===== config.mk =====
export PLATFORM = sky130hd
export DESIGN_NAME = axi_split_top
export DESIGN_NICKNAME = d
export VERILOG_FILES = /design/src/verilog/axi_bus_pkg.sv /design/src/verilog/split_cfg_pkg.sv /design/src/verilog/lane_ctrl_if.sv /design/src/verilog/axi_split_top.sv /design/src/verilog/split_join_ctrl.sv /design/src/verilog/split_lane.sv /design/src/verilog/sync_fifo.sv
export SDC_FILE = /design/constraint.sdc
export NUM_CORES = 2
export LEC_CHECK = 0
export ABC_AREA = 1
export BUFFER_PORTS_ARGS = -buffer_cell sky130_fd_sc_hd__buf_2
export CORE_ASPECT_RATIO = 1.2
export CORE_UTILIZATION = 37
export CTS_CLUSTER_SIZE = 8
export DETAILED_ROUTE_END_ITERATION = 10
export GPL_TIMING_DRIVEN = 0
export SETUP_SLACK_MARGIN = 0.15
export SLEW_MARGIN = 10
export SYNTH_ARGS = -nofsm -noshare
export SYNTH_HDL_FRONTEND = slang
export SYNTH_SLANG_ARGS = --single-unit

===== constraint.sdc =====
create_clock -name clk -period 3.7 [get_ports clk]
set_clock_uncertainty 0.1 [all_clocks]
set_input_delay 0 -clock clk [delete_from_list [all_inputs] [get_ports clk]]
set_output_delay 0 -clock clk [all_outputs]
set_load 0.02 [all_outputs]

===== src/verilog/axi_bus_pkg.sv =====
// AXI field widths shared by the bus-facing modules
// Burst length width and the burst length type

`default_nettype none

package axi_bus_pkg;

   //======================================
   // Burst length
   //======================================

   // AXI4 burst length field, beats minus one
   localparam int len_w = 8;

   // Length as carried through the address FIFOs
   typedef logic [len_w-1:0] len_t;

   // Other AXI fields (ID, burst, cache, QoS, prot, strobes)
   // are not carried by this splitter

endpackage

`default_nettype wire


===== src/verilog/split_cfg_pkg.sv =====
// Default configuration of the AXI splitter
// Data and address widths, FIFO depths, lane base addresses

`default_nettype none

package split_cfg_pkg;

   // Upstream data width in bits
   localparam int def_data_w     = 64;
   // Upstream address width
   localparam int def_addr_w     = 32;
   // Lane address width
   localparam int def_out_addr_w = 28;

   // FIFO depths in entries
   localparam int def_ax_depth   = 4;
   localparam int def_data_depth = 16;

   // Base address added after the divide by two
   localparam logic [31:0] def_base0 = 32'h0000_0000;
   localparam logic [31:0] def_base1 = 32'h0800_0000;

   // Width of each write-response credit counter
   localparam int def_credit_w   = 8;

endpackage

`default_nettype wire


===== src/verilog/lane_ctrl_if.sv =====
// Control link between the join logic and one output lane
// Readies and valids from the lane, joined pushes and pops to it

`timescale 1ns/1ps
`default_nettype none

interface lane_ctrl_if;

   // Lane input FIFOs not full
   logic aw_ready;
   logic w_ready;
   logic ar_ready;

   // Joined upstream handshakes, push into both lanes at once
   logic aw_push;
   logic w_push;
   logic ar_push;

   // Lane R FIFO holds a beat
   logic r_valid;
   // Joined upstream R handshake
   logic r_pop;

   // Lane accepted a write response this cycle
   logic b_done;

   // Join side
   modport ctrl (
      input  aw_ready, w_ready, ar_ready, r_valid, b_done,
      output aw_push, w_push, ar_push, r_pop
   );

   // Lane side
   modport lane (
      output aw_ready, w_ready, ar_ready, r_valid, b_done,
      input  aw_push, w_push, ar_push, r_pop
   );

endinterface

`default_nettype wire


===== src/verilog/axi_split_top.sv =====
// AXI4 splitter top level
// One wide slave port into two half-width master lanes

`timescale 1ns/1ps
`default_nettype none

module axi_split_top import split_cfg_pkg::*, axi_bus_pkg::*; #(
   parameter int data_w     = def_data_w,
   parameter int addr_w     = def_addr_w,
   parameter int out_addr_w = def_out_addr_w,
   parameter int ax_depth   = def_ax_depth,
   parameter int data_depth = def_data_depth,
   parameter int credit_w   = def_credit_w
) (
   input  logic                  clk,
   input  logic                  resetn,
   // Upstream write
   input  logic [addr_w-1:0]     s_awaddr,
   input  len_t                  s_awlen,
   input  logic                  s_awvalid,
   output logic                  s_awready,
   input  logic [data_w-1:0]     s_wdata,
   input  logic                  s_wlast,
   input  logic                  s_wvalid,
   output logic                  s_wready,
   output logic                  s_bvalid,
   input  logic                  s_bready,
   // Upstream read
   input  logic [addr_w-1:0]     s_araddr,
   input  len_t                  s_arlen,
   input  logic                  s_arvalid,
   output logic                  s_arready,
   output logic [data_w-1:0]     s_rdata,
   output logic                  s_rlast,
   output logic                  s_rvalid,
   input  logic                  s_rready,
   // Lane 0
   output logic [out_addr_w-1:0] m0_awaddr,
   output len_t                  m0_awlen,
   output logic                  m0_awvalid,
   input  logic                  m0_awready,
   output logic [data_w/2-1:0]   m0_wdata,
   output logic                  m0_wlast,
   output logic                  m0_wvalid,
   input  logic                  m0_wready,
   input  logic                  m0_bvalid,
   output logic                  m0_bready,
   output logic [out_addr_w-1:0] m0_araddr,
   output len_t                  m0_arlen,
   output logic                  m0_arvalid,
   input  logic                  m0_arready,
   input  logic [data_w/2-1:0]   m0_rdata,
   input  logic                  m0_rlast,
   input  logic                  m0_rvalid,
   output logic                  m0_rready,
   // Lane 1
   output logic [out_addr_w-1:0] m1_awaddr,
   output len_t                  m1_awlen,
   output logic                  m1_awvalid,
   input  logic                  m1_awready,
   output logic [data_w/2-1:0]   m1_wdata,
   output logic                  m1_wlast,
   output logic                  m1_wvalid,
   input  logic                  m1_wready,
   input  logic                  m1_bvalid,
   output logic                  m1_bready,
   output logic [out_addr_w-1:0] m1_araddr,
   output len_t                  m1_arlen,
   output logic                  m1_arvalid,
   input  logic                  m1_arready,
   input  logic [data_w/2-1:0]   m1_rdata,
   input  logic                  m1_rlast,
   input  logic                  m1_rvalid,
   output logic                  m1_rready
);

   localparam int half_w = data_w / 2;

   lane_ctrl_if lane0_if ();
   lane_ctrl_if lane1_if ();

   //======================================
   // Handshake join and B credits
   //======================================

   split_join_ctrl #(.credit_w(credit_w)) u_ctrl (
      .clk(clk), .resetn(resetn),
      .s_awvalid(s_awvalid), .s_wvalid(s_wvalid), .s_arvalid(s_arvalid),
      .s_rready(s_rready), .s_bready(s_bready),
      .s_awready(s_awready), .s_wready(s_wready), .s_arready(s_arready),
      .s_rvalid(s_rvalid), .s_bvalid(s_bvalid),
      .lane0(lane0_if), .lane1(lane1_if)
   );

   //======================================
   // Lanes
   //======================================

   // Lane 0 takes the low half and supplies RLAST
   split_lane #(
      .data_w(data_w), .addr_w(addr_w), .out_addr_w(out_addr_w),
      .ax_depth(ax_depth), .data_depth(data_depth), .lane_base(def_base0)
   ) u_lane0 (
      .clk(clk), .resetn(resetn),
      .s_awaddr(s_awaddr), .s_awlen(s_awlen), .s_araddr(s_araddr), .s_arlen(s_arlen),
      .s_wdata_half(s_wdata[half_w-1:0]), .s_wlast(s_wlast), .s_bready(s_bready),
      .r_data(s_rdata[half_w-1:0]), .r_last(s_rlast),
      .ctl(lane0_if),
      .m_awaddr(m0_awaddr), .m_awlen(m0_awlen),
      .m_awvalid(m0_awvalid), .m_awready(m0_awready),
      .m_wdata(m0_wdata), .m_wlast(m0_wlast), .m_wvalid(m0_wvalid), .m_wready(m0_wready),
      .m_bvalid(m0_bvalid), .m_bready(m0_bready),
      .m_araddr(m0_araddr), .m_arlen(m0_arlen),
      .m_arvalid(m0_arvalid), .m_arready(m0_arready),
      .m_rdata(m0_rdata), .m_rlast(m0_rlast), .m_rvalid(m0_rvalid), .m_rready(m0_rready)
   );

   // Lane 1 takes the high half, its RLAST is not used upstream
   split_lane #(
      .data_w(data_w), .addr_w(addr_w), .out_addr_w(out_addr_w),
      .ax_depth(ax_depth), .data_depth(data_depth), .lane_base(def_base1)
   ) u_lane1 (
      .clk(clk), .resetn(resetn),
      .s_awaddr(s_awaddr), .s_awlen(s_awlen), .s_araddr(s_araddr), .s_arlen(s_arlen),
      .s_wdata_half(s_wdata[data_w-1:half_w]), .s_wlast(s_wlast), .s_bready(s_bready),
      .r_data(s_rdata[data_w-1:half_w]), .r_last(),
      .ctl(lane1_if),
      .m_awaddr(m1_awaddr), .m_awlen(m1_awlen),
      .m_awvalid(m1_awvalid), .m_awready(m1_awready),
      .m_wdata(m1_wdata), .m_wlast(m1_wlast), .m_wvalid(m1_wvalid), .m_wready(m1_wready),
      .m_bvalid(m1_bvalid), .m_bready(m1_bready),
      .m_araddr(m1_araddr), .m_arlen(m1_arlen),
      .m_arvalid(m1_arvalid), .m_arready(m1_arready),
      .m_rdata(m1_rdata), .m_rlast(m1_rlast), .m_rvalid(m1_rvalid), .m_rready(m1_rready)
   );

endmodule

`default_nettype wire


===== src/verilog/split_join_ctrl.sv =====
// Joins the upstream handshakes across both lanes
// Write-response credit counters, one per lane

`timescale 1ns/1ps
`default_nettype none

module split_join_ctrl import split_cfg_pkg::*; #(
   parameter int credit_w = def_credit_w
) (
   input  logic      clk,
   input  logic      resetn,
   input  logic      s_awvalid,
   input  logic      s_wvalid,
   input  logic      s_arvalid,
   input  logic      s_rready,
   input  logic      s_bready,
   output logic      s_awready,
   output logic      s_wready,
   output logic      s_arready,
   output logic      s_rvalid,
   output logic      s_bvalid,
   lane_ctrl_if.ctrl lane0,
   lane_ctrl_if.ctrl lane1
);

   logic [credit_w-1:0] credit [2];
   logic [1:0]          b_add;
   logic                b_take;

   //======================================
   // AW, W and AR joins
   //======================================

   // Ready only when both lanes have room, and never in reset
   assign s_awready = resetn & lane0.aw_ready & lane1.aw_ready;
   assign s_wready  = resetn & lane0.w_ready  & lane1.w_ready;
   assign s_arready = resetn & lane0.ar_ready & lane1.ar_ready;

   // One handshake pushes into both lanes
   assign lane0.aw_push = s_awvalid & s_awready;
   assign lane1.aw_push = s_awvalid & s_awready;
   assign lane0.w_push  = s_wvalid & s_wready;
   assign lane1.w_push  = s_wvalid & s_wready;
   assign lane0.ar_push = s_arvalid & s_arready;
   assign lane1.ar_push = s_arvalid & s_arready;

   //======================================
   // R join
   //======================================

   // A full beat needs both halves
   assign s_rvalid    = lane0.r_valid & lane1.r_valid;
   assign lane0.r_pop = s_rvalid & s_rready;
   assign lane1.r_pop = s_rvalid & s_rready;

   //======================================
   // B credits
   //======================================

   assign b_add  = {lane1.b_done, lane0.b_done};
   assign b_take = s_bvalid & s_bready;

   // One upstream response per pair of lane responses
   assign s_bvalid = (credit[0] != '0) & (credit[1] != '0);

   // Add on a lane response, take on an upstream response
   always_ff @(posedge clk) begin
      if (!resetn) begin
         credit[0] <= '0;
         credit[1] <= '0;
      end else begin
         for (int i = 0; i < 2; i++) begin
            if (b_add[i] && !b_take) begin
               credit[i] <= credit[i] + credit_w'(1);
            end else if (!b_add[i] && b_take) begin
               credit[i] <= credit[i] - credit_w'(1);
            end
         end
      end
   end

endmodule

`default_nettype wire


===== src/verilog/split_lane.sv =====
// One half-width output lane of the AXI splitter
// Address remap and the AW, W, AR and R channel FIFOs

`timescale 1ns/1ps
`default_nettype none

module split_lane import split_cfg_pkg::*, axi_bus_pkg::*; #(
   parameter int          data_w     = def_data_w,
   parameter int          addr_w     = def_addr_w,
   parameter int          out_addr_w = def_out_addr_w,
   parameter int          ax_depth   = def_ax_depth,
   parameter int          data_depth = def_data_depth,
   parameter logic [31:0] lane_base  = def_base0
) (
   input  logic                    clk,
   input  logic                    resetn,
   // Upstream side, already qualified by the join logic
   input  logic [addr_w-1:0]       s_awaddr,
   input  len_t                    s_awlen,
   input  logic [addr_w-1:0]       s_araddr,
   input  len_t                    s_arlen,
   input  logic [data_w/2-1:0]     s_wdata_half,
   input  logic                    s_wlast,
   input  logic                    s_bready,
   output logic [data_w/2-1:0]     r_data,
   output logic                    r_last,
   lane_ctrl_if.lane               ctl,
   // Lane AXI master
   output logic [out_addr_w-1:0]   m_awaddr,
   output len_t                    m_awlen,
   output logic                    m_awvalid,
   input  logic                    m_awready,
   output logic [data_w/2-1:0]     m_wdata,
   output logic                    m_wlast,
   output logic                    m_wvalid,
   input  logic                    m_wready,
   input  logic                    m_bvalid,
   output logic                    m_bready,
   output logic [out_addr_w-1:0]   m_araddr,
   output len_t                    m_arlen,
   output logic                    m_arvalid,
   input  logic                    m_arready,
   input  logic [data_w/2-1:0]     m_rdata,
   input  logic                    m_rlast,
   input  logic                    m_rvalid,
   output logic                    m_rready
);

   localparam int half_w = data_w / 2;
   // Address plus burst length
   localparam int ax_w   = out_addr_w + len_w;

   logic [out_addr_w-1:0] aw_remap;
   logic [out_addr_w-1:0] ar_remap;

   //======================================
   // Address remap
   //======================================

   // Half the upstream address plus this lane's base, cut to lane width
   assign aw_remap = out_addr_w'((s_awaddr >> 1) + addr_w'(lane_base));
   assign ar_remap = out_addr_w'((s_araddr >> 1) + addr_w'(lane_base));

   //======================================
   // Channel FIFOs
   //======================================

   // Write address
   sync_fifo #(.width(ax_w), .depth(ax_depth)) u_aw_fifo (
      .clk(clk), .resetn(resetn),
      .in_data({aw_remap, s_awlen}), .in_valid(ctl.aw_push), .in_ready(ctl.aw_ready),
      .out_data({m_awaddr, m_awlen}), .out_valid(m_awvalid), .out_ready(m_awready)
   );

   // Write data, this lane's half of each beat
   sync_fifo #(.width(half_w + 1), .depth(data_depth)) u_w_fifo (
      .clk(clk), .resetn(resetn),
      .in_data({s_wdata_half, s_wlast}), .in_valid(ctl.w_push), .in_ready(ctl.w_ready),
      .out_data({m_wdata, m_wlast}), .out_valid(m_wvalid), .out_ready(m_wready)
   );

   // Read address
   sync_fifo #(.width(ax_w), .depth(ax_depth)) u_ar_fifo (
      .clk(clk), .resetn(resetn),
      .in_data({ar_remap, s_arlen}), .in_valid(ctl.ar_push), .in_ready(ctl.ar_ready),
      .out_data({m_araddr, m_arlen}), .out_valid(m_arvalid), .out_ready(m_arready)
   );

   // Read data waits here until the other lane has its beat too
   sync_fifo #(.width(half_w + 1), .depth(data_depth)) u_r_fifo (
      .clk(clk), .resetn(resetn),
      .in_data({m_rdata, m_rlast}), .in_valid(m_rvalid), .in_ready(m_rready),
      .out_data({r_data, r_last}), .out_valid(ctl.r_valid), .out_ready(ctl.r_pop)
   );

   //======================================
   // Write response
   //======================================

   // Responses are counted upstream, so accept whenever upstream could
   assign m_bready   = s_bready & resetn;
   assign ctl.b_done = m_bvalid & m_bready;

endmodule

`default_nettype wire


===== src/verilog/sync_fifo.sv =====
// Synchronous FIFO with first-word-fall-through output
// Valid/ready on both sides, circular buffer with occupancy count

`timescale 1ns/1ps
`default_nettype none

module sync_fifo #(
   parameter int width = 8,
   parameter int depth = 4
) (
   input  logic             clk,
   input  logic             resetn,
   input  logic [width-1:0] in_data,
   input  logic             in_valid,
   output logic             in_ready,
   output logic [width-1:0] out_data,
   output logic             out_valid,
   input  logic             out_ready
);

   localparam int ptr_w = (depth > 1) ? $clog2(depth) : 1;
   localparam int cnt_w = $clog2(depth + 1);

   logic [width-1:0] mem [depth];
   logic [ptr_w-1:0] wr_ptr;
   logic [ptr_w-1:0] rd_ptr;
   logic [cnt_w-1:0] count;
   logic             push;
   logic             pop;

   // Full blocks push, empty blocks pop
   assign in_ready  = (count != cnt_w'(depth));
   assign out_valid = (count != '0);
   assign push      = in_valid & in_ready;
   assign pop       = out_valid & out_ready;

   // Head entry is always on the output
   assign out_data = mem[rd_ptr];

   // Storage
   always_ff @(posedge clk) begin
      if (push) begin
         mem[wr_ptr] <= in_data;
      end
   end

   // Pointers wrap at depth, which need not be a power of two
   always_ff @(posedge clk) begin
      if (!resetn) begin
         wr_ptr <= '0;
         rd_ptr <= '0;
         count  <= '0;
      end else begin
         if (push) begin
            wr_ptr <= (wr_ptr == ptr_w'(depth - 1)) ? '0 : wr_ptr + ptr_w'(1);
         end
         if (pop) begin
            rd_ptr <= (rd_ptr == ptr_w'(depth - 1)) ? '0 : rd_ptr + ptr_w'(1);
         end
         // Simultaneous push and pop leave the count alone
         if (push && !pop) begin
            count <= count + cnt_w'(1);
         end else if (pop && !push) begin
            count <= count - cnt_w'(1);
         end
      end
   end

endmodule

`default_nettype wire


==> flow_summary.rst <==
.. list-table::
   :header-rows: 1

   * - Metric
     - Value
   * - Worst Slack Setup Final
     - 171.2 ps
   * - Data arrival time of the critical path
     - 3430 ps
   * - Reg-to-reg critical path endpoint
     - u_ctrl.credit[0][7]
   * - Die Y
     - 599.3 um
   * - Cell count of the worst hold path
     - 2
   * - Initial cell density of the core
     - 0.3731
   * - Tmin final
     - 3529 ps
   * - Number of port buffers
     - 508
   * - Number of enable flip-flop cells after synthesis
     - 2688
   * - Clock power frac
     - 0.343
   * - Total routing resource utilization after global routing
     - 0.2308
   * - Post-Synthesis Cell Area
     - 110000 um^2
   * - Seq pwr share
     - 0.387
   * - Number of unique standard cell types used by synthesis
     - 40
   * - Slew @ Worst Pin
     - ~1200 ps
   * - Reg2Reg Depth
     - 15
   * - Result of the run
     - finished clean
   * - Core region area
     - 294900 um^2
   * - Total clock sinks
     - 2792
   * - Detailed placement HPWL
     - ~230000 um
   * - Synthesis warning total
     - 0
   * - Total Power
     - 93930 uW
   * - Worst reg2reg setup slack
     - 410 ps
   * - Vias in the first global route
     - about 76000
   * - Total global routing overflow
     - 0
   * - Signed area change from the synthesized netlist to the final layout
     - 23.35%
   * - MaxCap Viol Count
     - 0
   * - Setup TNS
     - 0 ps
   * - Horizontal extent of the die
     - between 400 and 500 um
   * - Number of setup buffers added after CTS
     - 0
   * - Cell count after placement
     - 12991
   * - Worst-path maximum fanout
     - 10
   * - Worst setup path class
     - register to output pin
   * - Syn_nets
     - 8704
   * - Number of max-slew violations in the final report
     - 0
   * - Kind of path behind the tightest hold check
     - input pin to register
   * - Combinational power share
     - 0.270
   * - Worst hold start
     - s_arlen[2]
   * - Via/cell ratio
     - 5.517
   * - Count of non-filler cells in the finished layout
     - 13935
   * - Worst Setup EP
     - m0_wdata[31]
   * - Area enclosed by the die boundary
     - 299500 um^2
   * - WL final
     - ~360000 um
   * - Routability Congestion
     - 0.8494
   * - Highest achievable clock rate
     - 283.4 MHz
   * - Count of filler cells inserted in the layout
     - roughly 26000
   * - Later-pin clock latency in the skew report
     - 890 ps
   * - Number of buffers between clock root and the deepest sink
     - 4
   * - Number of H-tree levels
     - 5
   * - PD cells
     - 692.1 nW/um^2
   * - Initial antenna violation count
     - 36
   * - Number of buffers added by the clock tree synthesis step
     - 392
   * - RR Startpoint
     - u_ctrl.credit[1][0]
   * - Clock transition at the registers of the reported paths
     - roughly 50 ps
   * - Buffer type at the clock tree root
     - clkbuf_16
   * - Residual antenna-violating net count after detailed routing
     - 0
   * - Power spent charging and discharging nets
     - between 30000 and 40000 uW
   * - Critical Path Start Type
     - register
   * - Number of vias after detailed routing
     - 76881
   * - CTS tree
     - done
   * - Post-Place Worst Slack
     - 53.06 ps
   * - Endpoint class of the critical path
     - output pin
   * - Top flip-flop cell by instance count after synthesis
     - edfxtp_1
   * - Leakage component of the power
     - ~0.045 uW
   * - Internal Pwr Total
     - a little over 60000 uW
   * - Finish-stage setup viols
     - 0
   * - Worst rel slew slack
     - 0.2068
   * - Average detailed-routed wire length per instance
     - 25.64 um
   * - Sequential fraction of the synthesis area
     - 0.7526
   * - Layout cells sized above 1
     - 0.1336
   * - Async S/R FF share, synth
     - 0
   * - Wire length of the first global-routing pass
     - between 500000 and 600000 um
   * - Number of hold violations in the final report
     - 0
   * - Final worst path period share
     - 0.9537
   * - Fraction of power spent switching nets
     - 0.3387
   * - Flop and latch count out of synthesis
     - 2792
   * - RSZ-0062 raised after global routing
     - no
   * - Post-synthesis cell count
     - ~8400
   * - Data required time of the worst path
     - 3600 ps
   * - DRC Markers
     - 0
   * - Nets@finish
     - 10160
   * - Maximum number of pins on one net before global-route repair
     - 33
   * - Site Rows
     - roughly 220
   * - Average cell area after synthesis
     - 13.10 um^2
   * - Violation count after the first detailed-route iteration
     - between 9000 and 10000
   * - Top-level port count
     - between 500 and 600
   * - Maximum resistive drop on vdd
     - 0.5357 mV
   * - Number of iterations in the first detailed-routing pass
     - 8
power by group through the flow:
stage	combinational, uW	clock [uW]	sequential (uW)
global placement	24100	0	37000
floorplan	14200	0	36900
global route	27100	33700	36400
detailed placement	24700	0	36900
CTS	25200	32500	36400
finish	25400	32200	36400
critical path, cell delays in order, from the launching register on:
cell and delay [ps]:
dfxtp_1 400, clkbuf_1 570, clkbuf_1 740, o211ai_1 250, nand2_1 340, buf_2 240
cell usage after synthesis, types with 2 or more instances:
cell type / n / area [um^2]
nand3b_1: 4 / 30.03
buf_2: 107 / 535.5
buf_6: 35 / 394.1
xnor2_1: 6 / 52.55
dfxtp_1: 104 / 2082
clkbuf_1: 306 / 1149
and3_1: 2 / 12.51
nand4_1: 13 / 81.33
o21ai_1: 198 / 991.0
inv_1: 188 / 705.7
inv_4: 2 / 12.51
o211a_1: 4 / 40.04
a21o_1: 3 / 22.52
nor2_1: 1956 / 7342
o211ai_1: 524 / 3934
ha_1: 69 / 863.3
a21oi_1: 88 / 440.4
fa_1: 9 / 180.2
clkinv_1: 8 / 30.03
o21ai_0: 1320 / 6606
nor2_2: 2 / 12.51
nand3_1: 200 / 1001
o22ai_1: 144 / 900.9
buf_4: 20 / 150.1
buf_1: 65 / 244.0
a211oi_1: 4 / 30.03
xor2_1: 29 / 254.0
nand3_2: 3 / 30.03
or2_2: 3 / 18.77
nand2_1: 272 / 1021
nor3_1: 14 / 70.07
edfxtp_1: 2688 / 80720
routing by layer:
| metal | vias up | share of wire | GRT usage |
|---|---|---|---|
| met1 | 38001 | 0.37 | 0.2827 |
| li1 | 33684 | - | - |
| met5 | - | 0.00045 | 0 |
| met2 | 4256 | 0.49 | 0.3957 |
| met3 | 914 | 0.088 | 0.04109 |
| met4 | 26 | 0.047 | 0.1061 |
cell usage in the layout (no fill, tap or decap), types with 60 or more instances in the layout:
cell,netlist,routed
edfxtp_1,2688,2688
nor2_1,1956,1884
o21ai_0,1320,1320
buf_2,107,615
o211ai_1,524,524
dlygate4sd3_1,0,429
clkbuf_16,0,396
clkbuf_1,306,364
nand2_1,272,272
nand3_1,200,200
o21ai_1,198,198
inv_1,188,187
o22ai_1,144,144
dfxtp_1,104,104
a21oi_1,88,88
nor2_4,0,72
ha_1,69,69
buf_1,65,60
stage by stage:
step / area, um^2 / hold slack (ps) / util
5_1_grt: 135700 / 32.91 / 0.4602
6_report: 135700 / 60.63 / 0.4603
4_1_cts: 135700 / 0.07089 / 0.4601
2_1_floorplan: 110000 / -1.131 / -
3_3_place_gp: 117500 / 140.5 / 0.3986
3_5_place_dp: 120600 / 167.0 / 0.4092
cell families (layout without fill, tap and decap cells):
family	Yosys count	count (layout)	share of synthesized area
xor gates and xnor gates	35	35	0.002786
adders and majority gates	78	78	0.009485
DFF	2792	2792	0.7526
other	0	16	0
buffers and inverters	734	2295	0.02952
AOI/OAI and AO/OA	2287	2287	0.1180
and+or+nand+nor	2472	2472	0.08761
final cells by class:
| cell class | instances | area (um^2) | area share |
|---|---|---|---|
| Tap cell | 3960 | 4955 | 0.03651 |
| Inverter | 200 | 760.7 | 0.005606 |
| Clock buffer | 474 | 10200 | 0.07518 |
| Clock inverter | 25 | 498.0 | 0.003669 |
| Buffer | 534 | 2525 | 0.01861 |
| Antenna cell | 16 | 40.04 | 0.0002950 |
| Sequential cell | 2792 | 82800 | 0.6101 |
| Multi-Input combinational cell | 4872 | 24550 | 0.1809 |
| Timing Repair Buffer | 1062 | 9379 | 0.06911 |
how the worst min path moves through the flow:
stage / endpoint / slack, ps
CTS: u_lane0.u_r_fifo.mem[7][10] / 0.07
floorplan: u_lane0.u_ar_fifo.mem[0][0] / -1
global route: u_lane0.u_r_fifo.mem[1][13] / 30
global placement: u_lane0.u_ar_fifo.mem[0][35] / 140
finish: u_lane0.u_ar_fifo.mem[2][2] / 60
detailed placement: u_lane0.u_ar_fifo.mem[0][35] / 170
registers in the layout (all words and copies together), names as in the netlist, 4 cells and up, named ones only:
name                     cells
u_lane1.u_aw_fifo.mem      144
u_lane1.u_r_fifo.count       5
u_lane1.u_w_fifo.mem       528
u_lane1.u_w_fifo.rd_ptr      4
u_lane1.u_w_fifo.wr_ptr      4
u_lane1.u_ar_fifo.mem      144
u_lane0.u_w_fifo.wr_ptr      4
u_lane0.u_r_fifo.mem       528
u_lane0.u_r_fifo.wr_ptr      4
u_lane0.u_r_fifo.count       5
u_ctrl.credit               16
u_lane0.u_r_fifo.rd_ptr      4
u_lane1.u_r_fifo.wr_ptr      4
u_lane0.u_ar_fifo.mem      144
u_lane0.u_aw_fifo.mem      144
u_lane1.u_r_fifo.rd_ptr      4
u_lane1.u_w_fifo.count       5
u_lane0.u_w_fifo.mem       528
u_lane1.u_r_fifo.mem       512
u_lane0.u_w_fifo.count       5
u_lane0.u_w_fifo.rd_ptr      4
repair_timing:
action                     4_1_cts  5_1_grt
hold buffers                   429        0
hold endpoints to repair      2925        0
gates resized for setup         12       18
setup endpoints to repair       29       17
Power figures use the tool's default switching activity.
